==> src/gpu_cfg_pkg.sv <==
// Sizing constants of one compute unit front end
// PCs count instruction words, not bytes
// The program store covers only the low MEM_DEPTH words of the PC range
`default_nettype none

package gpu_cfg_pkg;

    // Warps and threads
    localparam int unsigned NUM_WARPS  = 8;
    localparam int unsigned WID_WIDTH  = 3;
    // Threads per warp, also the active mask width
    localparam int unsigned WARP_WIDTH = 32;

    // Program counter in words
    localparam int unsigned PC_WIDTH = 10;

    // Program store, PCs from MEM_DEPTH upward are out of range
    localparam int unsigned MEM_DEPTH      = 512;
    localparam int unsigned MEM_ADDR_WIDTH = 9;

    // Encoded instruction word
    localparam int unsigned INST_WIDTH = 32;

endpackage : gpu_cfg_pkg

`default_nettype wire

==> src/warp_fetcher.sv <==
// Warp table and round-robin fetch stage
// A warp has at most one instruction in flight: pending from grant to resolve
// Launching a warp that is still active is illegal
// The fetch register holds its content while fe_ready_i is low
`default_nettype none

module warp_fetcher (
    input  logic                                 clk_i,
    input  logic                                 arst_n_i,
    // Launch of a warp
    input  logic                                 launch_i,
    input  logic [gpu_cfg_pkg::WID_WIDTH-1:0]    launch_warp_id_i,
    input  logic [gpu_cfg_pkg::PC_WIDTH-1:0]     launch_pc_i,
    input  logic [gpu_cfg_pkg::WARP_WIDTH-1:0]   launch_act_mask_i,
    // Resolve from decode
    input  logic                                 res_valid_i,
    input  logic [gpu_cfg_pkg::WID_WIDTH-1:0]    res_warp_id_i,
    input  logic [gpu_cfg_pkg::PC_WIDTH-1:0]     res_next_pc_i,
    input  logic                                 res_exit_i,
    // Fetch handshake towards memory
    input  logic                                 fe_ready_i,
    output logic                                 fe_valid_o,
    output logic [gpu_cfg_pkg::PC_WIDTH-1:0]     fe_pc_o,
    output logic [gpu_cfg_pkg::WARP_WIDTH-1:0]   fe_act_mask_o,
    output logic [gpu_cfg_pkg::WID_WIDTH-1:0]    fe_warp_id_o,
    output logic [gpu_cfg_pkg::NUM_WARPS-1:0]    warps_active_o
);
    import gpu_cfg_pkg::*;

    // ########################################################################
    // Warp table
    // ########################################################################

    logic [PC_WIDTH-1:0]   pc_q   [NUM_WARPS];
    logic [WARP_WIDTH-1:0] mask_q [NUM_WARPS];
    logic [NUM_WARPS-1:0]  active_q;
    logic [NUM_WARPS-1:0]  pending_q;

    // Round-robin state, points at the last granted warp
    logic [WID_WIDTH-1:0] rr_ptr_q;

    logic [NUM_WARPS-1:0] eligible;
    logic                 sel_found;
    logic [WID_WIDTH-1:0] sel_wid;
    logic                 fe_load;
    logic                 grant;

    // Active and not waiting on its previous instruction
    assign eligible = active_q & ~pending_q;

    // ########################################################################
    // Selection
    // ########################################################################

    // Search starts one past the last grant and wraps around
    always_comb begin
        logic [WID_WIDTH-1:0] idx;
        sel_found = 1'b0;
        sel_wid   = rr_ptr_q;
        for (int i = 1; i <= NUM_WARPS; i++) begin
            idx = rr_ptr_q + WID_WIDTH'(i);
            if (!sel_found && eligible[idx]) begin
                sel_found = 1'b1;
                sel_wid   = idx;
            end
        end
    end

    // Fetch register empty or draining this cycle
    assign fe_load = !fe_valid_o || fe_ready_i;
    assign grant   = fe_load && sel_found;

    // Control state
    always_ff @(posedge clk_i or negedge arst_n_i) begin
        if (!arst_n_i) begin
            active_q   <= '0;
            pending_q  <= '0;
            rr_ptr_q   <= '1;
            fe_valid_o <= 1'b0;
        end else begin
            if (fe_load) begin
                fe_valid_o <= sel_found;
            end
            if (grant) begin
                pending_q[sel_wid] <= 1'b1;
                rr_ptr_q           <= sel_wid;
            end
            // Resolved warp may fetch again, or retires on EXIT
            if (res_valid_i) begin
                pending_q[res_warp_id_i] <= 1'b0;
                if (res_exit_i) begin
                    active_q[res_warp_id_i] <= 1'b0;
                end
            end
            if (launch_i) begin
                active_q[launch_warp_id_i] <= 1'b1;
            end
        end
    end

    // Payload, PC and mask per warp plus fetch register
    always_ff @(posedge clk_i) begin
        if (res_valid_i && !res_exit_i) begin
            pc_q[res_warp_id_i] <= res_next_pc_i;
        end
        if (launch_i) begin
            pc_q[launch_warp_id_i]   <= launch_pc_i;
            mask_q[launch_warp_id_i] <= launch_act_mask_i;
        end
        if (grant) begin
            fe_pc_o       <= pc_q[sel_wid];
            fe_act_mask_o <= mask_q[sel_wid];
            fe_warp_id_o  <= sel_wid;
        end
    end

    assign warps_active_o = active_q;

    // ########################################################################
    // Checks
    // ########################################################################

    // Outside must wait for EXIT before relaunching a warp
    a_launch_inactive: assert property (@(posedge clk_i) disable iff (!arst_n_i)
        launch_i |-> !active_q[launch_warp_id_i])
        else $error("launch of active warp %0d", launch_warp_id_i);

    // Decode may only resolve an instruction that was granted here
    a_resolve_pending: assert property (@(posedge clk_i) disable iff (!arst_n_i)
        res_valid_i |-> pending_q[res_warp_id_i])
        else $error("resolve of warp %0d without pending fetch", res_warp_id_i);

endmodule : warp_fetcher

`default_nettype wire

==> config.mk <==
export PLATFORM = sky130hd
export DESIGN_NAME = warp_fetcher
export DESIGN_NICKNAME = d
export VERILOG_FILES = /design/src/gpu_cfg_pkg.sv /design/src/warp_fetcher.sv
export SDC_FILE = /design/constraint.sdc
export NUM_CORES = 1
export LEC_CHECK = 0
export ABC_AREA = 1
export BUFFER_PORTS_ARGS = -buffer_cell sky130_fd_sc_hd__buf_4
export CELL_PAD_IN_SITES_DETAIL_PLACEMENT = 0
export CELL_PAD_IN_SITES_GLOBAL_PLACEMENT = 1
export CORE_UTILIZATION = 30
export CTS_CLUSTER_DIAMETER = 40
export DETAILED_ROUTE_END_ITERATION = 10
export PLACE_DENSITY_LB_ADDON = 0.12
export SETUP_SLACK_MARGIN = 0.2
export SYNTH_ARGS = -nofsm -noshare
export SYNTH_HDL_FRONTEND = slang
export SYNTH_SLANG_ARGS = --single-unit
export TNS_END_PERCENT = 50
==> constraint.sdc <==
create_clock -name clk_i -period 4.55 [get_ports clk_i]
set_input_delay 0.2275 -clock clk_i [delete_from_list [all_inputs] [get_ports clk_i]]
set_output_delay 0.2275 -clock clk_i [all_outputs]
set_load 0.01 [all_outputs]
Yosys cells after proc, flatten, opt, wreduce, memory -nomap -nowiden
Memory sizes are Yosys's and may differ from the RTL's. A register that Yosys moved wholly into a read port is not among the register bits.
Index checks and enable logic that the tools add are counted.
W data, S select, Z words.
- muxes and demuxes: 47
- add/subtract/negate cells: 7
- reductions and logical operators: 22
- shift operators: 0
- div/mod/pow operators: 0
- bitwise operators: 7
- $mul: 0
- magnitude comparators: 14
- eq/ne operators: 0
- operators with widths (kind ; number):
    $lt A3 B4 Y1 const B ; 11
    $mux W8 ; 5
    $and A8 B8 Y8 ; 3
    $bmux W1 S3 ; 8
    $mux W3 ; 8
    $mux W1 ; 23
    $not A8 Y8 ; 2
    $or A8 B8 Y8 ; 2
    $add A3 B3 Y3 const B ; 4
    $logic_and A1 B1 Y1 ; 12
    $demux W1 S3 ; 3
    $ge A3 B1 Y1 const B ; 3
    $logic_not A1 Y1 ; 9
    $add A3 B2 Y3 const B ; 2
    $add A3 B1 Y3 const B ; 1
    $logic_or A1 B1 Y1 ; 1
- memory bits (writable): 336
- memories kept: 2
- output and inout bits: 54
- ROM bits: 0
- latch bits: 0
- bits of input ports: 64
- register bits after elaboration: 23
- word-level logic and storage cells: 104
- memory list (name ; depth ; bits a word ; read ports ; clocked after memory_dff ; write ports ; RTL line ; text):
    mask_q ; 8 ; 32 ; 1 ; 1 ; 1 ; warp_fetcher.sv:35 ; logic [WARP_WIDTH-1:0] mask_q [NUM_WARPS];
    pc_q ; 8 ; 10 ; 1 ; 1 ; 2 ; warp_fetcher.sv:34 ; logic [PC_WIDTH-1:0] pc_q [NUM_WARPS];

Depth between registers and ports, before layout
Gate-level depths: netlist (run 1).
- depth after elaboration: 34
- depth in mapped cells: 23
- mapped depth without buffers: 20

Worst setup path before layout (run 1)
OpenSTA, ideal clock, no wires.
- path kind: register -> register
- start point: register rr_ptr_q[1]
- end point: register fe_act_mask_o[0] (netlist name) (read register of mask_q) (enable)
- path slack: 1.120 ns
- setup time: 0.399 ns
- arrival: 3.031 ns
- clock period less this slack: 3.430 ns
- required time: 4.151 ns
- cell stages (with the launch flop): 14
- buffers on the path: 1
- path through: dfstp_2 buf_2 inv_1 ha_1 inv_2 nand3_1 nand2_1 o21ai_2 inv_2 nand4_1 nor2_2 nand3_1 nand2_1 inv_1
- longest elaborated chain between the ends: 26
- elaborated cells on any way between the ends: 54
- classes of those cells: 7 x add/sub; 32 x mux; 15 x reduce/logical
- ends and longest elaborated chain (element ; RTL line ; text):
    start, declared ; warp_fetcher.sv:40 ; logic [WID_WIDTH-1:0] rr_ptr_q;
    start signal, assigned ; warp_fetcher.sv:86 ; rr_ptr_q <= sel_wid;
    $add A3 B1 Y3 ; warp_fetcher.sv:61 ; idx = rr_ptr_q + WID_WIDTH'(i);
    $bmux W1 S3 ; warp_fetcher.sv:62 ; if (!sel_found && eligible[idx]) begin
    $mux W1 (not written as such) ; warp_fetcher.sv:62 ;
    $mux W1 ; warp_fetcher.sv:62 ;
    $logic_not A1 Y1 ; warp_fetcher.sv:62 ;
    $logic_and A1 B1 Y1 ; warp_fetcher.sv:62 ;
    $mux W1 ; warp_fetcher.sv:62 ;
    $logic_not A1 Y1 ; warp_fetcher.sv:62 ;
    [... 10 more ...] ; - ;
    $mux W1 ; warp_fetcher.sv:62 ;
    $logic_not A1 Y1 ; warp_fetcher.sv:62 ;
    $logic_and A1 B1 Y1 ; warp_fetcher.sv:62 ;
    $mux W1 ; warp_fetcher.sv:62 ;
    $logic_not A1 Y1 ; warp_fetcher.sv:62 ;
    $logic_and A1 B1 Y1 ; warp_fetcher.sv:62 ;
    $mux W1 ; warp_fetcher.sv:62 ;
    $logic_and A1 B1 Y1 ; warp_fetcher.sv:71 ; assign grant = fe_load && sel_found;
    end, declared ; warp_fetcher.sv:24 ; output logic [gpu_cfg_pkg::WARP_WIDTH-1:0] fe_act_mask_o,
Parallel ways exist; a longest one is shown, timed or not. The select of a mux whose other input is x is not followed.
A chain may end at the register's enable or synchronous reset.

Worst setup path in the final report (run 1)
- start point: register rr_ptr_q[0]
- end point: register fe_act_mask_o[12] (netlist name) (read register of mask_q), data pin
Same word-level chain as after synthesis.

==> results of run 1 <==
[area by class of cell]
class	count	area, µm²	area share, %
well taps	773	967	4.21
flip-flops and latches	401	11900	52.0
clock buffers	88	2070	9.03
repair buffers	186	1620	7.06
clock inverters	59	647	2.82
inverters	63	236	1.03
multi-input cells	1265	5480	23.8
[metal layers]
metal  track usage [%]  routed length [µm]  up-vias  share of wire (%)
met5                 0                   8        -              0.015
met4              5.63                 965        2                1.8
met3              2.97                2130       82                4.0
met2              29.8               26100      276                 48
met1              23.2               24700     6222                 46
li1                  -                   -     6497                  -
[cell usage in the layout (no fill, tap or decap), drive strengths merged, types with 2 or more instances in the layout]
master	n
nand2	876
edfxtp	381
nand3	229
buf	141
o21ai	92
clkbuf	88
inv	72
dlygate4sd3	45
nor2	37
clkinv	29
dfrtp	17
a21oi	12
clkinvlp	11
bufinv	10
nor3	6
nand4	5
dfstp	3
ha	2
xnor2	2
[cell families (layout without fill, tap and decap cells)]
family / Yosys count / in the layout
compound gates: 106 / 106
xor+xnor: 3 / 3
fa+ha+maj: 2 / 2
buf+inv: 169 / 396
flops: 401 / 401
simple gates: 1154 / 1154
[sequential cells by signal, indices dropped and copies added (netlist names)]
signal          count
mask_q            256
pc_q               80
fe_act_mask_o      32
fe_pc_o            10
pending_q           8
warps_active_o      8
fe_warp_id_o        3
rr_ptr_q            3
fe_valid_o          1
[what timing repair did]
action | CTS | global route
hold buffers | 45 | 0
hold endpoints to repair | 363 | 0
gates resized for setup | 0 | 0
[how the worst max path moves through the flow]
| stage | slack [ns] | from | end |
|---|---|---|---|
| 2_1_floorplan | 1.12 | rr_ptr_q[1] | fe_act_mask_o[0] |
| 3_3_place_gp | 0.67 | rr_ptr_q[0] | fe_act_mask_o[28] |
| 3_5_place_dp | 0.59 | rr_ptr_q[0] | fe_act_mask_o[28] |
| 4_1_cts | 0.56 | rr_ptr_q[0] | fe_pc_o[6] |
| 5_1_grt | 0.23 | rr_ptr_q[0] | fe_act_mask_o[11] |
| 6_report | 0.51 | rr_ptr_q[0] | fe_act_mask_o[12] |
[through the flow]
stage          hold slack (ns)  std cells  setup WS, ns  util (%)
2_1_floorplan          -0.0681       1835          1.12         -
3_3_place_gp             0.128       2643         0.667      33.4
3_5_place_dp             0.126       2643         0.587      33.4
4_1_cts                 0.0347       2835         0.563      38.7
5_1_grt                 0.0797       2835         0.227      38.7
6_report                0.0587       2835         0.515      38.7
==> impl_results.md, run 1 <==
- Top cell type by total area after synthesis: edfxtp_1
- Routed wire per std cell: between 15 and 20 µm
- Grt total ovfl: 0
- Simple-gate portion of the synthesized area: roughly a quarter
- Final Hold Vio Count: 0
- H-tree Lvls: 3
- Synth Net Count: between 1500 and 2000
- Routed WL: 53800 µm
- Rows: slightly below 90
- Max Transition Viols Final: 0
- Min cycle time layout: between 4 and 5 ns
- Mux contribution to synthesized area: 0%
- Synth Area in XOR/XNOR: 0.331%
- Post-synth top flop: edfxtp_1
- CP Buf/Inv Count: 3
- CTS Buffer Depth: 3
- Gpl congestion: 0.804
- Die Ht: roughly 250 µm
- R2r worst-path depth: 20
- Crit Path Max Fanout: around 110
- Top cells by area, synth: edfxtp_1 (63%), nand2_1 (18%), nand3_1 (6.1%), o21ai_0 (2.5%), dfrtp_1 (2.3%)
- Ys async rst share: under 10%
- RSZ-0062 raised after global routing: false
- Die area: 61400 µm²
- DP HPWL: approximately 28000 µm
- CTS Root Cell: clkbuf_16
- Adder-cell area share of the yosys netlist: less than 1%
- Worst setup EP type: flop
- Syn avg cell area: 9.88 µm²
- Top-count cell post-synth: nand2_1
- CTS tree: yes
- Share of post-route cells with drive strength above 1: between 10% and 20%
- DRC violations left: 0
- First-pass GRT wire length: between 80000 and 90000 µm
- CP arrival: approximately 4.5 ns
- Routed vias/inst: about 4.6
- Final setup violation count: 0
- Total track usage: around 18%
- Cell mode on critical path: nand2_1
- Register area share after synthesis: approximately 66%
- Kind of cell adding the most delay to the critical path: simple AND/OR/NAND/NOR gates
- Router iterations before antenna repair: 7
- Synth Register Bits: 401
- Largest family of logic cells by synthesized area: simple AND/OR/NAND/NOR gates
- Fill cell count: 5883
- Setup CP Type: reg2reg
- Post-layout nets: a little over 2000
- Critical path depth: 20
- Library cells used by synthesis: 34
- Mapped Area: 18100 µm²
- Status: finished clean
- Setup TNS Final: 0 ns
- Worst EP required: approximately 5 ns
- Yosys warnings: 0
- Fin area: 23000 µm²
- Clock Latency Late Sink: between 0.6 and 0.7 ns
- Ports: approximately 120
- Max-Cap Viols: 0
- Slowest cell on crit path: dfstp_2
- Die W: around 250 µm
- Iter 0 DRT Violations: roughly 600
- Antenna-violating nets left: 0
- Setup Buffers After CTS: 0
- Num CTS Buffers: 79
- Cell Area, Placed: 19800 µm²
- Crit-path cells: inv_2 > ha_1 > inv_2 > nand3_1 > nand2_1 > nand2_1 > nand2_2 > nand3_2 > nor2_4 > nand3_1 > nand2_1 > nand2_4 > nand2_4 > buf_12 > nand2_1 > nand2_1 > nand2_1 > nand2_1 > nand2_1 > nand2_1
- Largest net degree at the start of global routing: 109
- Buffers added on ports: roughly 120
- Post-synth EDFFs: between 300 and 400
- Antenna diodes: 0
- Most instantiated cells after synthesis: nand2_1 (872), edfxtp_1 (381), nand3_1 (222), o21ai_0 (91), inv_1 (55)
- FF-to-FF End: fe_act_mask_o[12]
- Vias in the first global route: about 13000
- Area Overhead vs Synth: 26.7%
- Core box area: 59400 µm²
- Clk sink count: roughly 400
- Share of the synthesized area in the top cell type: 63.1%
- Startpoint types: flop
- Period utilization: slightly below 90%
- Hold crit path type: in2async
- Synth Area in Compound Gates: 3.05%
- Layout Skew: ~0.024 ns
- Slew at the pin with the worst max-slew slack: 0.977 ns
- Slew HR: 34.7%
- Fmax: between 200 and 250 MHz
- Gate Count Post-Synth: about 1800
- Starting Density: a little under a third
- DR vias: roughly 13000
- CP peak stage delay: between 0.7 and 0.8 ns
- Initial antenna violation count: 3
- Flop-to-flop setup slack: 0.51 ns
- R2r startpoint: rr_ptr_q[0]
- CTS clk-pin slew, worst paths: ~0.05 ns
Power of run 1 is not shown: default switching activity piles up to over one toggle a cycle in this logic, so the estimate is an artifact.
==> run 2, diff against run 1 <==
--- a/config.mk
+++ b/config.mk
@@ -7,8 +7,6 @@
 export LEC_CHECK = 0
 export ABC_AREA = 1
 export BUFFER_PORTS_ARGS = -buffer_cell sky130_fd_sc_hd__buf_4
-export CELL_PAD_IN_SITES_DETAIL_PLACEMENT = 0
-export CELL_PAD_IN_SITES_GLOBAL_PLACEMENT = 1
 export CORE_UTILIZATION = 30
 export CTS_CLUSTER_DIAMETER = 40
 export DETAILED_ROUTE_END_ITERATION = 10
==> run 2 against run 1 <==
Core utilization down 0.25 points. Register-to-register slack about the same. Final area down 0.66%. Routed wire length down 0.97%. Setup slack better by 0.013 ns. Sequential share of layout area up 0.35 points. Via count up 1.1%. Die area unchanged. Maximum frequency up 0.32%. Global-route usage down 0.15 points. Critical path depth down 3. Critical path type unchanged.
==> impl_results.md, run 2 (synthesis results as in run 1) <==
- Status: finished clean
- M1 WL: approximately 24000 µm
- DR WL met2: roughly 26000 µm
- Clk sink count: 401
- Max-Cap Viols: 0
- Router iterations before antenna repair: 5
- Routed WL: 53300 µm
- Final Hold Vio Count: 0
- Setup CP Type: reg2reg
- Most common cell after layout, fill and taps aside: nand2_1
- CTS Root Cell: clkbuf_16
- Rows: 89
- Grt total ovfl: 0
- RSZ-0062 raised after global routing: false
- Vias in the first global route: roughly 13000
- Final setup violation count: 0
- Detail Route met3 WL: between 2000 and 3000 µm
- Setup Buffers After CTS: 0
- Post-layout nets: a little over 2000
- Min cycle time layout: between 4 and 5 ns
- Post-CTS Resized: 0
- Crit Path Max Fanout: around 170
- Slew HR: between 20 and 30%
- Worst EP required: approximately 4.9 ns
- Starting Density: 30.5%
- Initial antenna violation count: 0
- Largest net degree at the start of global routing: 170
- Num CTS Buffers: 74
- Layout Skew: between 0.015 and 0.02 ns
- DRC violations left: 0
- Fmax: roughly 250 MHz
- Setup TNS Final: 0 ns
- Largest register FFs: 256
- Total track usage: between 10% and 20%
- Hold Path Depth: 3
- Antenna-violating nets left: 0
- Max Transition Viols Final: 0
- First-pass GRT wire length: roughly 80000 µm
- Core box area: roughly 60000 µm²
- Iter 0 DRT Violations: approximately 800
- Most frequent cells in the layout: nand2_1 (871), edfxtp_1 (381), nand3_1 (222), buf_4 (135), o21ai_0 (82)
- Hold crit path type: in2reg
- DP HPWL: 28900 µm
- Worst setup EP type: flop
- Area Overhead vs Synth: 25.9%
- Antenna diodes: 0
- Die W: between 200 and 250 µm
- Die Ht: 248 µm
- Startpoint types: flop
- CTS tree: yes
- DR vias: about 13000
- Slew at the pin with the worst max-slew slack: between 1 and 1.5 ns
- Share of post-route cells with drive strength above 1: approximately 15%
- R2r worst-path depth: 17
- Largest Register: mask_q
- Routed wire per std cell: ~19 µm
- Routed vias/inst: about 4.7
- Top layer in use: met4
- H-tree Lvls: 3
- Ports: around 120
- Die area: 61400 µm²
- CTS Buffer Depth: 3
- Leading registers by flop count: mask_q x256, pc_q x80, fe_act_mask_o x32
- Buffers added on ports: 117
- Gpl congestion: roughly 0.85
- Period utilization: 88.4%
- CP arrival: around 4.4 ns
- CTS clk-pin slew, worst paths: 0.05 ns
- Clock Latency Late Sink: around 0.59 ns
==> run 2: cell count changes in the layout (fill, tap and decap cells not counted), moves of 3 or more <==
cell / previous run / this run
buf_12: 9 / 13
clkbuf_16: 82 / 78
buf_4: 132 / 135
bufinv_16: 10 / 7
clkinv_2: 9 / 6
clkinvlp_4: 11 / 14
inv_6: 8 / 5
==> run 2: cell type report <==
class / instances / area (µm²)
tap: 773 / 967
clock inverter: 49 / 485
fill: 5882 / 36500
timing repair buffer: 192 / 1710
sequential: 401 / 11900
multi-input combinational: 1265 / 5490
clock buffer: 85 / 1980
inverter: 63 / 236
==> run 2: metrics by stage <==
| stage | area (µm²) | cells | hold slack (ns) | util, % | setup WS (ns) |
|---|---|---|---|---|---|
| after floorplan | 18100 | 1835 | -0.0681 | - | 1.12 |
| after global placement | 19900 | 2650 | 0.123 | 33.6 | 0.713 |
| after detailed placement | 19900 | 2650 | 0.129 | 33.6 | 0.629 |
| after CTS | 22800 | 2828 | 0.00108 | 38.4 | 0.616 |
| after global routing | 22800 | 2828 | 0.0220 | 38.4 | 0.277 |
| final | 22800 | 2828 | 0.0266 | 38.4 | 0.528 |
==> run 2: path summary, 6_finish.rpt <==
check                                  from           end  slack [ns]
max in group asynchronous          arst_n_i   rr_ptr_q[0]        4.18
max reg2reg                     rr_ptr_q[0]    fe_pc_o[7]        0.53
min in group asynchronous          arst_n_i  pending_q[2]        0.09
min reg2reg                      fe_valid_o    fe_valid_o        0.55
max                             rr_ptr_q[0]    fe_pc_o[7]        0.53
min                        res_next_pc_i[6]    pc_q[0][6]        0.03
==> run 2: critical path: stages (launching register included) <==
cell     delay [ns]
dfstp_2        0.71
inv_2          0.18
ha_1           0.44
inv_2          0.15
nand3_1        0.16
nand3_2        0.14
nand2_1        0.10
nor2_2         0.16
nand4_1        0.13
nor2_2         0.23
nand3_4        0.15
buf_12         0.28
nand3_1        0.27
nand2_1        0.10
nand2_1        0.07
nand2_1        0.05
nand2_1        0.05
nand2_1        0.10
==> run 2: timing repair <==
item                                    in CTS  in global routing
endpoints found under the setup margin       0                  0
hold buffers                                44                  0
hold endpoints to repair                   347                  0
==> run 2: routing by layer <==
| metal | up-vias | global-route usage, % |
|---|---|---|
| met5 | - | 0 |
| met4 | 0 | 5.65 |
| met3 | 83 | 3.00 |
| met2 | 317 | 29.9 |
| met1 | 6323 | 22.7 |
| li1 | 6501 | - |
Power of run 2 is left out for the same reason.
