$ cat src/gpu_cfg_pkg.sv
// Sizing constants of one compute unit front end
// PCs count instruction words, not bytes
// The program store covers only the low MEM_DEPTH words of the PC range
`default_nettype none

package gpu_cfg_pkg;

    // Warps and threads
    localparam int unsigned NUM_WARPS  = 8;
    localparam int unsigned WID_WIDTH  = 3;
    // Threads per warp, also the active mask width
    localparam int unsigned WARP_WIDTH = 32;

    // Program counter in words
    localparam int unsigned PC_WIDTH = 10;

    // Program store, PCs from MEM_DEPTH upward are out of range
    localparam int unsigned MEM_DEPTH      = 512;
    localparam int unsigned MEM_ADDR_WIDTH = 9;

    // Encoded instruction word
    localparam int unsigned INST_WIDTH = 32;

endpackage : gpu_cfg_pkg

`default_nettype wire

$ cat src/gpu_isa_pkg.sv
// Instruction set of the front end
// Every word carries the opcode in its top bits; the rest depends on format
// Opcodes above OPC_EXIT are illegal
`default_nettype none

package gpu_isa_pkg;

    // Field widths
    localparam int unsigned OPC_WIDTH    = 6;
    localparam int unsigned REG_WIDTH    = 5;
    localparam int unsigned FUNC_WIDTH   = 11;
    localparam int unsigned TARGET_WIDTH = 26;

    // Legal opcodes
    localparam logic [OPC_WIDTH-1:0] OPC_NOP  = 6'd0;
    localparam logic [OPC_WIDTH-1:0] OPC_ALU  = 6'd1;
    localparam logic [OPC_WIDTH-1:0] OPC_JUMP = 6'd2;
    localparam logic [OPC_WIDTH-1:0] OPC_EXIT = 6'd3;

    // ########################################################################
    // Instruction formats
    // ########################################################################

    // Register format, 6 + 5 + 5 + 5 + 11 bits
    typedef struct packed {
        logic [OPC_WIDTH-1:0]  opcode;
        logic [REG_WIDTH-1:0]  rd;
        logic [REG_WIDTH-1:0]  rs1;
        logic [REG_WIDTH-1:0]  rs2;
        logic [FUNC_WIDTH-1:0] func;
    } inst_alu_t;

    // Jump format, 6 + 26 bits
    // Only the low PC bits of the target matter
    typedef struct packed {
        logic [OPC_WIDTH-1:0]    opcode;
        logic [TARGET_WIDTH-1:0] target;
    } inst_jump_t;

    // Same word seen in both formats
    typedef union packed {
        inst_alu_t  alu;
        inst_jump_t jump;
    } inst_u;

endpackage : gpu_isa_pkg

`default_nettype wire

$ cat src/instruction_decoder.sv
// One-entry registered decode stage with valid/ready on both sides
// ALU fields are given for every opcode, meaningful only for ALU
// Resolve outputs fire on the output handshake, same cycle
// Next PC wraps at the PC width; jump targets keep their low PC bits only
`default_nettype none

module instruction_decoder (
    input  logic                                 clk_i,
    input  logic                                 arst_n_i,
    // From memory
    input  logic                                 ic_valid_i,
    input  logic [gpu_cfg_pkg::PC_WIDTH-1:0]     ic_pc_i,
    input  logic [gpu_cfg_pkg::WARP_WIDTH-1:0]   ic_act_mask_i,
    input  logic [gpu_cfg_pkg::WID_WIDTH-1:0]    ic_warp_id_i,
    input  logic [gpu_cfg_pkg::INST_WIDTH-1:0]   ic_inst_i,
    output logic                                 dec_ready_o,
    // Decoded instruction out
    input  logic                                 out_ready_i,
    output logic                                 out_valid_o,
    output logic [gpu_cfg_pkg::WID_WIDTH-1:0]    out_warp_id_o,
    output logic [gpu_cfg_pkg::PC_WIDTH-1:0]     out_pc_o,
    output logic [gpu_cfg_pkg::WARP_WIDTH-1:0]   out_act_mask_o,
    output logic [gpu_isa_pkg::OPC_WIDTH-1:0]    out_opcode_o,
    output logic [gpu_isa_pkg::REG_WIDTH-1:0]    out_rd_o,
    output logic [gpu_isa_pkg::REG_WIDTH-1:0]    out_rs1_o,
    output logic [gpu_isa_pkg::REG_WIDTH-1:0]    out_rs2_o,
    output logic [gpu_isa_pkg::FUNC_WIDTH-1:0]   out_func_o,
    output logic                                 out_illegal_o,
    // Resolve back to fetcher
    output logic                                 res_valid_o,
    output logic [gpu_cfg_pkg::WID_WIDTH-1:0]    res_warp_id_o,
    output logic [gpu_cfg_pkg::PC_WIDTH-1:0]     res_next_pc_o,
    output logic                                 res_exit_o
);
    import gpu_cfg_pkg::*;
    import gpu_isa_pkg::*;

    // ########################################################################
    // Field decode
    // ########################################################################

    inst_u                 inst;
    logic [OPC_WIDTH-1:0]  opcode;
    logic                  illegal;
    logic [PC_WIDTH-1:0]   next_pc;
    logic                  take_in;

    // Registered resolve info
    logic [PC_WIDTH-1:0] next_pc_q;
    logic                exit_q;

    assign inst   = ic_inst_i;
    assign opcode = inst.alu.opcode;

    // Anything outside the four known opcodes
    assign illegal = !(opcode inside {OPC_NOP, OPC_ALU, OPC_JUMP, OPC_EXIT});

    // Jump target or sequential, illegal falls through to PC + 1
    assign next_pc = (opcode == OPC_JUMP) ? inst.jump.target[PC_WIDTH-1:0]
                                          : ic_pc_i + PC_WIDTH'(1);

    // ########################################################################
    // Register stage
    // ########################################################################

    // Empty, or current entry leaves this cycle
    assign dec_ready_o = !out_valid_o || out_ready_i;
    assign take_in     = ic_valid_i && dec_ready_o;

    always_ff @(posedge clk_i or negedge arst_n_i) begin
        if (!arst_n_i) begin
            out_valid_o <= 1'b0;
        end else if (dec_ready_o) begin
            out_valid_o <= ic_valid_i;
        end
    end

    always_ff @(posedge clk_i) begin
        if (take_in) begin
            out_warp_id_o  <= ic_warp_id_i;
            out_pc_o       <= ic_pc_i;
            out_act_mask_o <= ic_act_mask_i;
            out_opcode_o   <= opcode;
            out_rd_o       <= inst.alu.rd;
            out_rs1_o      <= inst.alu.rs1;
            out_rs2_o      <= inst.alu.rs2;
            out_func_o     <= inst.alu.func;
            out_illegal_o  <= illegal;
            next_pc_q      <= next_pc;
            exit_q         <= (opcode == OPC_EXIT);
        end
    end

    // Resolve rides on the output handshake
    assign res_valid_o   = out_valid_o && out_ready_i;
    assign res_warp_id_o = out_warp_id_o;
    assign res_next_pc_o = next_pc_q;
    assign res_exit_o    = exit_q;

    // Stalled output keeps valid and every field
    a_out_stable: assert property (@(posedge clk_i) disable iff (!arst_n_i)
        out_valid_o && !out_ready_i |=> out_valid_o && $stable({out_warp_id_o,
        out_pc_o, out_act_mask_o, out_opcode_o, out_rd_o, out_rs1_o, out_rs2_o,
        out_func_o, out_illegal_o, next_pc_q, exit_q}))
        else $error("decoder output changed while stalled");

endmodule : instruction_decoder

`default_nettype wire

$ cat config.mk
export PLATFORM = sky130hd
export DESIGN_NAME = instruction_decoder
export DESIGN_NICKNAME = d
export VERILOG_FILES = /design/src/gpu_cfg_pkg.sv /design/src/gpu_isa_pkg.sv /design/src/instruction_decoder.sv
export SDC_FILE = /design/constraint.sdc
export NUM_CORES = 1
export LEC_CHECK = 0
export BUFFER_PORTS_ARGS = -buffer_cell sky130_fd_sc_hd__clkbuf_2
export CAP_MARGIN = 20
export CORE_MARGIN = 10
export CORE_UTILIZATION = 45
export CTS_BUF_LIST = sky130_fd_sc_hd__clkbuf_8
export DETAILED_ROUTE_END_ITERATION = 6
export GPL_ROUTABILITY_DRIVEN = 1
export PLACE_DENSITY = 0.82
export RECOVER_POWER = 100
export SLEW_MARGIN = 20
export SYNTH_ARGS = -nofsm -noshare
export SYNTH_HDL_FRONTEND = slang
export SYNTH_SLANG_ARGS = --single-unit
$ cat constraint.sdc
create_clock -name clk_i -period 4.1 [get_ports clk_i]
set_input_delay 0.41 -clock clk_i [delete_from_list [all_inputs] [get_ports clk_i]]
set_output_delay 0.41 -clock clk_i [all_outputs]
set_load 0.1 [all_outputs]
Yosys cells after proc, flatten, opt, wreduce, memory -nomap -nowiden
Cells that the tools add are included.

Register bits after elaboration: 90. Logic and storage cells: 24. Output and inout port bits: 95. Input port bits: 81.

$add $sub $neg: 1. Reductions and logical operators: 7. Equal/unequal tests: 3. Mux-type cells: 1.

Operators with widths (number): 6-bit by 2-bit == test with 1-bit output, second input constant (2); 10-bit by 1-bit adder with 10-bit output, second input constant (1); 10-bit two-way mux (1); 6-bit by 1-bit == test with 1-bit output, second input constant (1); 6-bit logical NOT (1); 4-bit nonzero test (1); 1-bit logical AND (2); 1-bit logical NOT (2); 1-bit logical OR (1).

Logic depth before layout (Yosys ltp)
Gate-level depths: netlist (run 1).

Word-level depth: 3. Depth in mapped cells: 5. Gate-level depth less buffers: 5.

Worst setup path before layout (run 1)
Ideal clock, no wire load.

Path type: register to register. From: reg out_valid_o. To: reg out_act_mask_o[0] (netlist bit), enable pin. Stages on the path, launching flop included: 3. Path buffers: 0. Setup time: 457 ps. Setup slack: -210 ps. Required time: 3643 ps. Data arrival time: 3853 ps. Clock period less this slack: 4310 ps. Cells stage by stage: dfrtp_1 -> nand2b_1 -> and2_1.

Longest elaborated chain between the ends: 3.

RTL lines: start: declaration (RTL line instruction_decoder.sv:19) `output logic out_valid_o,`; start signal: assignment (RTL line instruction_decoder.sv:74) `out_valid_o <= ic_valid_i;`; 1-bit logical NOT (RTL line instruction_decoder.sv:67) `assign dec_ready_o = !out_valid_o || out_ready_i;`; 1-bit logical OR (RTL line instruction_decoder.sv:67); via dec_ready_o (RTL line instruction_decoder.sv:16) `output logic dec_ready_o,`; 1-bit logical AND (RTL line instruction_decoder.sv:68) `assign take_in = ic_valid_i && dec_ready_o;`; via take_in (RTL line instruction_decoder.sv:46) `logic take_in;`; end signal: assignment (RTL line instruction_decoder.sv:82) `out_act_mask_o <= ic_act_mask_i;`; end: declaration (RTL line instruction_decoder.sv:22) `output logic [gpu_cfg_pkg::WARP_WIDTH-1:0] out_act_mask_o,`.

The timed path passes the listed nets, and every way through them passes these cells. A chain may end at the register's enable or synchronous reset.

Worst setup path in the final report (run 1)
From: reg out_valid_o. To: reg out_warp_id_o[2] (netlist bit), enable pin.

Longest elaborated chain between the ends: 3.

RTL lines: 1-bit logical NOT (RTL line instruction_decoder.sv:67); 1-bit logical OR (RTL line instruction_decoder.sv:67); 1-bit logical AND (RTL line instruction_decoder.sv:68); via take_in (RTL line instruction_decoder.sv:46); end signal: assignment (RTL line instruction_decoder.sv:80) `out_warp_id_o <= ic_warp_id_i;`; end: declaration (RTL line instruction_decoder.sv:20) `output logic [gpu_cfg_pkg::WID_WIDTH-1:0] out_warp_id_o,`.

The timed path passes the listed nets, and every way through them passes these cells.

==> reports/summary.txt, run 1 <==
Worst IR Drop VDD - 0.218 mV
Worst Setup Start Kind - flip-flop
Filler cell count - 597
Max_cap viols - 0
Vias/cell - 4.62
Cts bufs inserted - 9
CTS tree - built
Detailed Routing Iterations Pass 1 - 4
Worst-path cell chain - nand2b_1, and2_4, clkbuf_2
First-pass GRT wire length - 10,600 µm
Relative slew slack - 0.0740
Worst skew pair latency - 0.34 ns
Power density cells - 522 mW/mm²
Final nets - 410
HPWL after detailed placement - 5880 µm
Clock buffer depth - 2
Synth Instances - 144
# rows - 30
Setup TNS - 0 ns
Port buffer count - 175
Diodes inserted - 0
#FFs+latches synth - 90
Post-CTS setup buffers - 0
GRT Util Overall - 0.135
Period utilization - 0.603
Slowest stage delay, CP - 1.08 ns
Worst Setup Slack, final - 1.63 ns
DRT Wirelength - 7620 µm
Synth Area per Inst - 21.4 µm²
Number of remaining DRC errors - 0
Total gr overflow - 0
Initial Utilization - 0.458
Slowest cell on the critical path - clkbuf_2
Netlist cell types - 22
Fin util - 0.599
Register area - 0.00270 mm²
Crit path DAT - 2.42 ns
Post-CTS sizing - 0
Worst Hold Class - primary input to flip-flop
Outcome - finished, final reports clean
Endpoints failing setup - 0
Yosys warns - 0
Ys flop type - edfxtp_1
Multi-input gate area - 305 µm²
Worst hold slack - 0.241 ns
Clock skew - 0.00539 ns
Initial antenna violation count - 0
Fin. Hold Viols - 0
Worst path required time - 4.04 ns
Least-Margin Pin Slew - 1.39 ns
# hold bufs at CTS - 1
Share of cells above drive strength 1 - 0.228
Area growth syn-to-layout - 30.7%
Die area - 0.0105 mm²
Critical path class - flip-flop to flip-flop
Antenna Nets Post-Route - 0
Post-synth EDFFs - 89
I/O pin count - 176
Sequential share of the synthesized area - 0.877
Root Driver - clkbuf_8
Die height - 103 µm
RSZ-0062 raised after global routing - false
Synthesized cell area - 0.00308 mm²
Tmin final - 2.47 ns
Chip Width - 103 µm
H-tree depth - 3
Gpl congestion - 0.725
Post-place setup slack - 2.13 ns
Critical Path End Type - flip-flop
Fmax - 404 MHz
Pleak - 0.00144 µW
Post-Syn Nets - 226
Drt wl/cell - 18.4 µm
CTS clk-pin slew, worst paths - 0.09 ns
Largest net degree at the start of global routing - 90
CP Max Fanout - 57
Starting DRT DRC Count - 49
Async SR Flop Fraction - 0.0111
Total core area - 0.00672 mm²
Vias - 1,908
CTS Sinks - 90
Final slew viol count - 0
Number of global-route vias before repair - 2,001
## Yosys cell counts (2+ instances only)
cell       n  share of area
a21oi_1    8          0.013
and2_1     2         0.0041
buf_4      3         0.0073
edfxtp_1  89           0.87
inv_1      3         0.0037
nand2_1    2         0.0024
nand2b_1   2         0.0041
nand3_1    5         0.0081
nor2_1     9          0.011
nor3_1     2         0.0033
nor4_4     2          0.014
xnor2_1    5          0.014
xor2_1     3         0.0085
## layer usage
metal	GRT usage	vias up	wire length, µm
met3	0.0550	9	992
met4	0.0521	0	74
li1	-	915	-
met2	0.244	94	3990
met5	0	-	0
met1	0.136	890	2560
## path summary, 6_finish.rpt
| path | slack (ns) | start | end | cells past startpoint |
|---|---|---|---|---|
| max in group asynchronous | 3.63 | arst_n_i | out_valid_o | 2 |
| hold reg to reg | 0.59 | out_valid_o | out_valid_o | 2 |
| setup reg to reg | 1.63 | out_valid_o | out_warp_id_o[2] | 3 |
| hold / removal | 0.24 | ic_inst_i[19] | out_rs1_o[3] | 1 |
| min in group asynchronous | 0.38 | arst_n_i | out_valid_o | 2 |
| setup / recovery | 1.63 | out_valid_o | out_warp_id_o[2] | 3 |
## critical path: cells and delay by family, from the launching register on
| kind | cells | cell delay (ns) |
|---|---|---|
| buffers and inverters | 1 | 1.08 |
| flip-flops | 1 | 0.40 |
| AND/OR/NAND/NOR | 2 | 0.54 |
## kinds of logic after synthesis
group / Yosys count / synth area share
DFF: 90 / 0.877
and+or+nand+nor: 28 / 0.0610
AOI/OAI and AO/OA: 9 / 0.0159
xor gates and xnor gates: 8 / 0.0228
buffers and inverters: 7 / 0.0146
muxes: 1 / 0.00488
adders and majority gates: 1 / 0.00407
## power breakdown
group	total (µW)	internal [µW]	switching, µW
clock network	517	219	297
logic	496	52.7	443
registers	1090	1070	12.5
## cell usage in the layout (no fill, tap or decap), drive strengths merged
master,n
clkbuf,185
edfxtp,89
nor2,9
a21oi,9
nand3,6
xnor2,5
inv,5
clkinv,4
xor2,3
nand2,2
nor3,2
nand2b,2
nor4,2
and3,2
and2,2
nand3b,1
mux2,1
ha,1
clkinvlp,1
dlygate4sd3,1
dfrtp,1
## state kept, by name, summed over array words and instances, names as in the netlist
| register | flops |
|---|---|
| out_illegal_o | 1 |
| out_rs1_o | 5 |
| out_rd_o | 5 |
| out_func_o | 11 |
| out_rs2_o | 5 |
| out_pc_o | 10 |
| out_act_mask_o | 32 |
| res_next_pc_o | 10 |
| res_exit_o | 1 |
| out_opcode_o | 6 |
| out_valid_o | 1 |
| out_warp_id_o | 3 |
## per-stage QoR
stage | area, µm² | cells | power (µW)
after floorplan | 3080 | 144 | 1520
after global placement | 4020 | 395 | 1620
after detailed placement | 4020 | 395 | 1630
after CTS | 4200 | 412 | 2140
after global routing | 4020 | 413 | 2170
final | 4020 | 413 | 2100
## final cells by class
type,instances,share of cell area
sequential,90,0.671
multi-input combinational,47,0.0759
inverter,3,0.00280
timing repair buffer,177,0.184
clock buffer,9,0.0308
tap,80,0.0249
clock inverter,7,0.0109
Note: power is estimated with default switching activity, not from simulation.
==> inputs of run 2 (changes only) <==
==> constraint.sdc (replaced) <==
create_clock -name clk_i -period 2.6 [get_ports clk_i]
set_input_delay 0.26 -clock clk_i [delete_from_list [all_inputs] [get_ports clk_i]]
set_output_delay 0.26 -clock clk_i [all_outputs]
set_load 0.1 [all_outputs]
==> reports/summary.txt, run 2 (synthesized netlist as in run 1, its figures left out) <==
Commonest non-fill, non-tap cell in the layout - clkbuf_1
Worst hold slack - 0.0810 ns
Filler cell count - 600
Reg with most FFs - out_act_mask_o
DRT Wirelength - 7950 µm
Total power draw - 3320 µW
Final slew viol count - 0
Clock buffer depth - 2
Worst-path cell chain - nand2b_2, clkbuf_1
Worst IR Drop VDD - 0.326 mV
Multi-input gate area - 308 µm²
CP Max Fanout - 3
Post-Layout Cell Count - 413
CTS tree - built
Min-delay src - ic_act_mask_i[17]
RSZ-0062 raised after global routing - false
# rows - 30
Root Driver - clkbuf_8
Clock Power Share - 0.247
Initial antenna violation count - 0
P_sw - 1200 µW
I/O pin count - 176
Reg power frac - 0.515
Hold Crit Depth - 1
Worst skew pair latency - 0.34 ns
Total gr overflow - 0
Pleak - 0.00144 µW
Starting DRT DRC Count - 59
Outcome - finished, final reports clean
Largest registers - out_act_mask_o: 32 flops, out_func_o: 11 flops
Slowest cell on the critical path - clkbuf_1
Port buffer count - 175
Die height - 103 µm
CTS Sinks - 90
Diodes inserted - 0
Vias - 1,955
Critical Path End Type - output pin
Power density cells - 822 mW/mm²
Worst Hold Class - primary input to flip-flop
Slowest stage delay, CP - 0.87 ns
Register area - 0.00270 mm²
Largest net degree at the start of global routing - 46
Chip Width - 103 µm
Post-CTS sizing - 0
Worst path required time - 2.34 ns
Hold path endpoint - out_act_mask_o[17]
Placed cell count - 397
CTS clk-pin slew, worst paths - 0.09 ns
Flop-to-flop setup slack - 0.81 ns
R2r worst-path depth - 3
Post-CTS setup buffers - 0
Number of flip-flops in the largest register - 32
Worst Setup Start Kind - flip-flop
Total core area - 0.00672 mm²
First-pass GRT wire length - 11,100 µm
Int Power - 2120 µW
H-tree depth - 3
Share of cells above drive strength 1 - 0.231
Fin. Hold Viols - 0
GRT Util Overall - 0.142
Area growth syn-to-layout - 31.4%
Period utilization - 0.763
Most frequent cells in the layout - 121 x clkbuf_1, 89 x edfxtp_1, 55 x clkbuf_2
Critical path class - flip-flop to output pin
Initial Utilization - 0.458
Cts bufs inserted - 9
HPWL after detailed placement - 6330 µm
Antenna Nets Post-Route - 0
Final nets - 411
Gpl congestion - 0.712
Number of global-route vias before repair - 2,135
Die area - 0.0105 mm²
Comb pwr share - 0.238
CP startpoint - out_valid_o
Fmax - 504 MHz
Clock skew - 0.00684 ns
Crit path DAT - 1.72 ns
Sw Share - 0.361
Endpoints failing setup - 0
Drt wl/cell - 19.2 µm
Detailed Routing Iterations Pass 1 - 6
Vias/cell - 4.73
Relative slew slack - 0.142
FF-to-FF End - res_next_pc_o[0]
Tmin final - 1.98 ns
Buf+Inv Stages, Crit Path - 1
Setup TNS - 0 ns
Least-Margin Pin Slew - 1.29 ns
Worst R2R Start - out_valid_o
Number of remaining DRC errors - 0
Worst path top cell family by delay - buffers and inverters
Max_cap viols - 0
-- run 2: changes by cell type in the layout (fill, tap and decap cells not counted) --
cell        previous run  this run
nand2b_2               0         1
clkbuf_1             120       121
buf_12                 0         1
clkinv_2               3         2
nand2b_1               2         1
clkbuf_2              56        55
clkinvlp_4             1         2
clkinv_1               1         0
-- run 2: cell type report --
type | instances | area share
flip-flops and latches | 90 | 0.667
repair buffers | 178 | 0.188
multi-input cells | 47 | 0.0761
clock buffers | 9 | 0.0306
well taps | 80 | 0.0248
clock inverters | 6 | 0.0105
inverters | 3 | 0.00279
-- run 2: per-layer routing --
| metal | track usage | part of all wire | up-vias |
|---|---|---|---|
| met3 | 0.0650 | 0.14 | 16 |
| met4 | 0.0683 | 0.026 | 0 |
| met2 | 0.258 | 0.51 | 110 |
| met5 | 0 | 0 | - |
| li1 | - | - | 920 |
| met1 | 0.130 | 0.33 | 909 |
-- run 2: how the worst max path moves through the flow --
stage / endpoint / slack, ns / depth (start not counted)
after detailed placement: res_next_pc_o[1] / 0.97 / 4
after global routing: res_next_pc_o[1] / 0.52 / 4
after CTS: res_valid_o / 1.01 / 2
after global placement: res_next_pc_o[1] / 0.99 / 4
after floorplan: out_act_mask_o[0] / 0.05 / 2
final: dec_ready_o / 0.62 / 2
-- run 2: worst reg2reg max path: cells and delay by family, from the launching register on --
family / cells / cell delay, ns
buffers and inverters: 1 / 0.59
and+or+nand+nor: 2 / 0.42
DFF: 1 / 0.41
-- run 2: what timing repair did --
item / 4_1_cts / 5_1_grt
endpoints found under the hold margin: 1 / 0
endpoints found under the setup margin: 0 / 0
hold buffers: 1 / 0
-- run 2: power by group through the flow --
stage               sequential (µW)  combinational (µW)  clock (µW)
floorplan                      2300                92.9           0
global placement               1740                 817           0
detailed placement             1750                 825           0
CTS                            1710                 826         848
global route                   1720                 815         894
finish                         1710                 789         821
-- run 2: metrics by stage --
step           setup WS (ns)  instance area [µm²]   util
4_1_cts                 1.01                 4230  0.629
6_report               0.616                 4040  0.602
3_5_place_dp           0.966                 4050  0.603
2_1_floorplan         0.0494                 3080      -
5_1_grt                0.521                 4040  0.602
3_3_place_gp           0.988                 4050  0.603
==> inputs of run 3 (changes only) <==
==> constraint.sdc (replaced) <==
create_clock -name clk_i -period 1.9 [get_ports clk_i]
set_input_delay 0.19 -clock clk_i [delete_from_list [all_inputs] [get_ports clk_i]]
set_output_delay 0.19 -clock clk_i [all_outputs]
set_load 0.1 [all_outputs]
==> reports/summary.txt, run 3 (synthesized netlist as in run 1, its figures left out) <==
Outcome - finished, final reports clean
Design area - 0.00440 mm²
Placed Area - 0.00405 mm²
Post-place setup slack - 0.290 ns
Critical path class - flip-flop to output pin
Number of flip-flops in the largest register - 32
Root Driver - clkbuf_8
Min-delay src - ic_act_mask_i[11]
Final slew viol count - 0
Clock buffer depth - 2
Gpl congestion - 0.743
I/O pin count - 176
Critical Path End Type - output pin
Worst-path cell chain - nand2b_1, clkbuf_2
CTS Sinks - 90
Reg with most FFs - out_act_mask_o
Antenna Nets Post-Route - 0
R2r worst-path depth - 3
CP Max Fanout - 3
Power density cells - 1100 mW/mm²
Cts bufs inserted - 9
Die height - 103 µm
Pleak - 0.00182 µW
RSZ-0062 raised after global routing - false
Largest net degree at the start of global routing - 90
Worst path required time - 1.71 ns
Die area - 0.0105 mm²
Largest registers - out_act_mask_o: 32 flops, out_func_o: 11 flops
Worst path top cell family by delay - flip-flops
Post-CTS sizing - 0
CTS tree - built
Diodes inserted - 0
Port buffer count - 175
Period utilization - 0.835
CP startpoint - out_valid_o
Clock skew - 0.00822 ns
Placed cell count - 396
Hold Crit Depth - 1
Chip Width - 103 µm
Tmin final - 1.59 ns
Relative slew slack - 0.617
Vias/cell - 4.68
CTS clk-pin slew, worst paths - 0.09 ns
GRT Util Overall - 0.147
Worst Setup Start Kind - flip-flop
Buf+Inv Stages, Crit Path - 1
Total core area - 0.00672 mm²
Worst IR Drop VDD - 0.672 mV
# rows - 30
Stages on worst setup path - 2
Crit path DAT - 1.40 ns
Fin. Hold Viols - 0
Initial antenna violation count - 0
Slowest stage delay, CP - 0.48 ns
H-tree depth - 3
Fmax - 630 MHz
Slowest cell on the critical path - dfrtp_4
Total gr overflow - 0
Starting DRT DRC Count - 84
Initial Utilization - 0.458
Area growth syn-to-layout - 42.9%
Endpoints failing setup - 0
DRT Wirelength - 8150 µm
Vias - 2,013
First-pass GRT wire length - 11,400 µm
Worst Setup Slack, final - 0.313 ns
Detailed Routing Iterations Pass 1 - 5
Max_cap viols - 0
Number of remaining DRC errors - 0
Number of global-route vias before repair - 2,089
Worst R2R Start - out_valid_o
Least-Margin Pin Slew - 0.577 ns
Post-Layout Cell Count - 430
Commonest non-fill, non-tap cell in the layout - clkbuf_2
Drt wl/cell - 19.0 µm
Worst skew pair latency - 0.34 ns
Worst Hold Class - primary input to flip-flop
Most frequent cells in the layout - 144 x clkbuf_2, 89 x edfxtp_1, 30 x clkbuf_1
Share of cells above drive strength 1 - 0.477
Final nets - 427
[run 3: cell type report]
type | instances | area [µm²]
Sequential cell | 90 | 2700
Fill cell | 507 | 2320
Timing Repair Buffer | 194 | 1040
Multi-Input combinational cell | 47 | 330
Clock buffer | 9 | 124
Tap cell | 80 | 100
Clock inverter | 7 | 93.8
Inverter | 3 | 11.3
[run 3: power by group]
| part | switching (µW) | internal [µW] |
|---|---|---|
| registers | 29.0 | 2320 |
| logic | 970 | 167 |
| clock network | 636 | 738 |
| total | 1640 | 3220 |
[run 3: stage by stage]
stage	hold slack, ns	util	TNS, ns	total power (µW)
3_3_place_gp	-0.0336	0.603	0	3500
4_1_cts	0.000401	0.653	0	4910
5_1_grt	0.000115	0.655	0	5030
2_1_floorplan	-0.106	-	-18.43	3280
6_report	0.0196	0.655	0	4860
3_5_place_dp	-0.0293	0.603	0	3520
[run 3: worst paths after layout]
check,end,slack [ns]
max in group asynchronous,out_valid_o,1.64
setup reg to reg,out_act_mask_o[30],0.32
setup / recovery,dec_ready_o,0.31
hold / removal,out_act_mask_o[11],0.02
min in group asynchronous,out_valid_o,0.16
hold reg to reg,out_valid_o,0.61
[run 3: repair_timing]
| action | 4_1_cts | 5_1_grt |
|---|---|---|
| hold buffers | 12 | 6 |
| setup buffers | 0 | 0 |
| hold endpoints to repair | 12 | 6 |
[run 3: per-layer routing]
metal | vias up | share of wire | GRT usage
li1 | 949 | - | -
met1 | 939 | 0.32 | 0.140
met2 | 111 | 0.53 | 0.271
met3 | 14 | 0.13 | 0.0643
met4 | 0 | 0.017 | 0.0564
met5 | - | 0 | 0
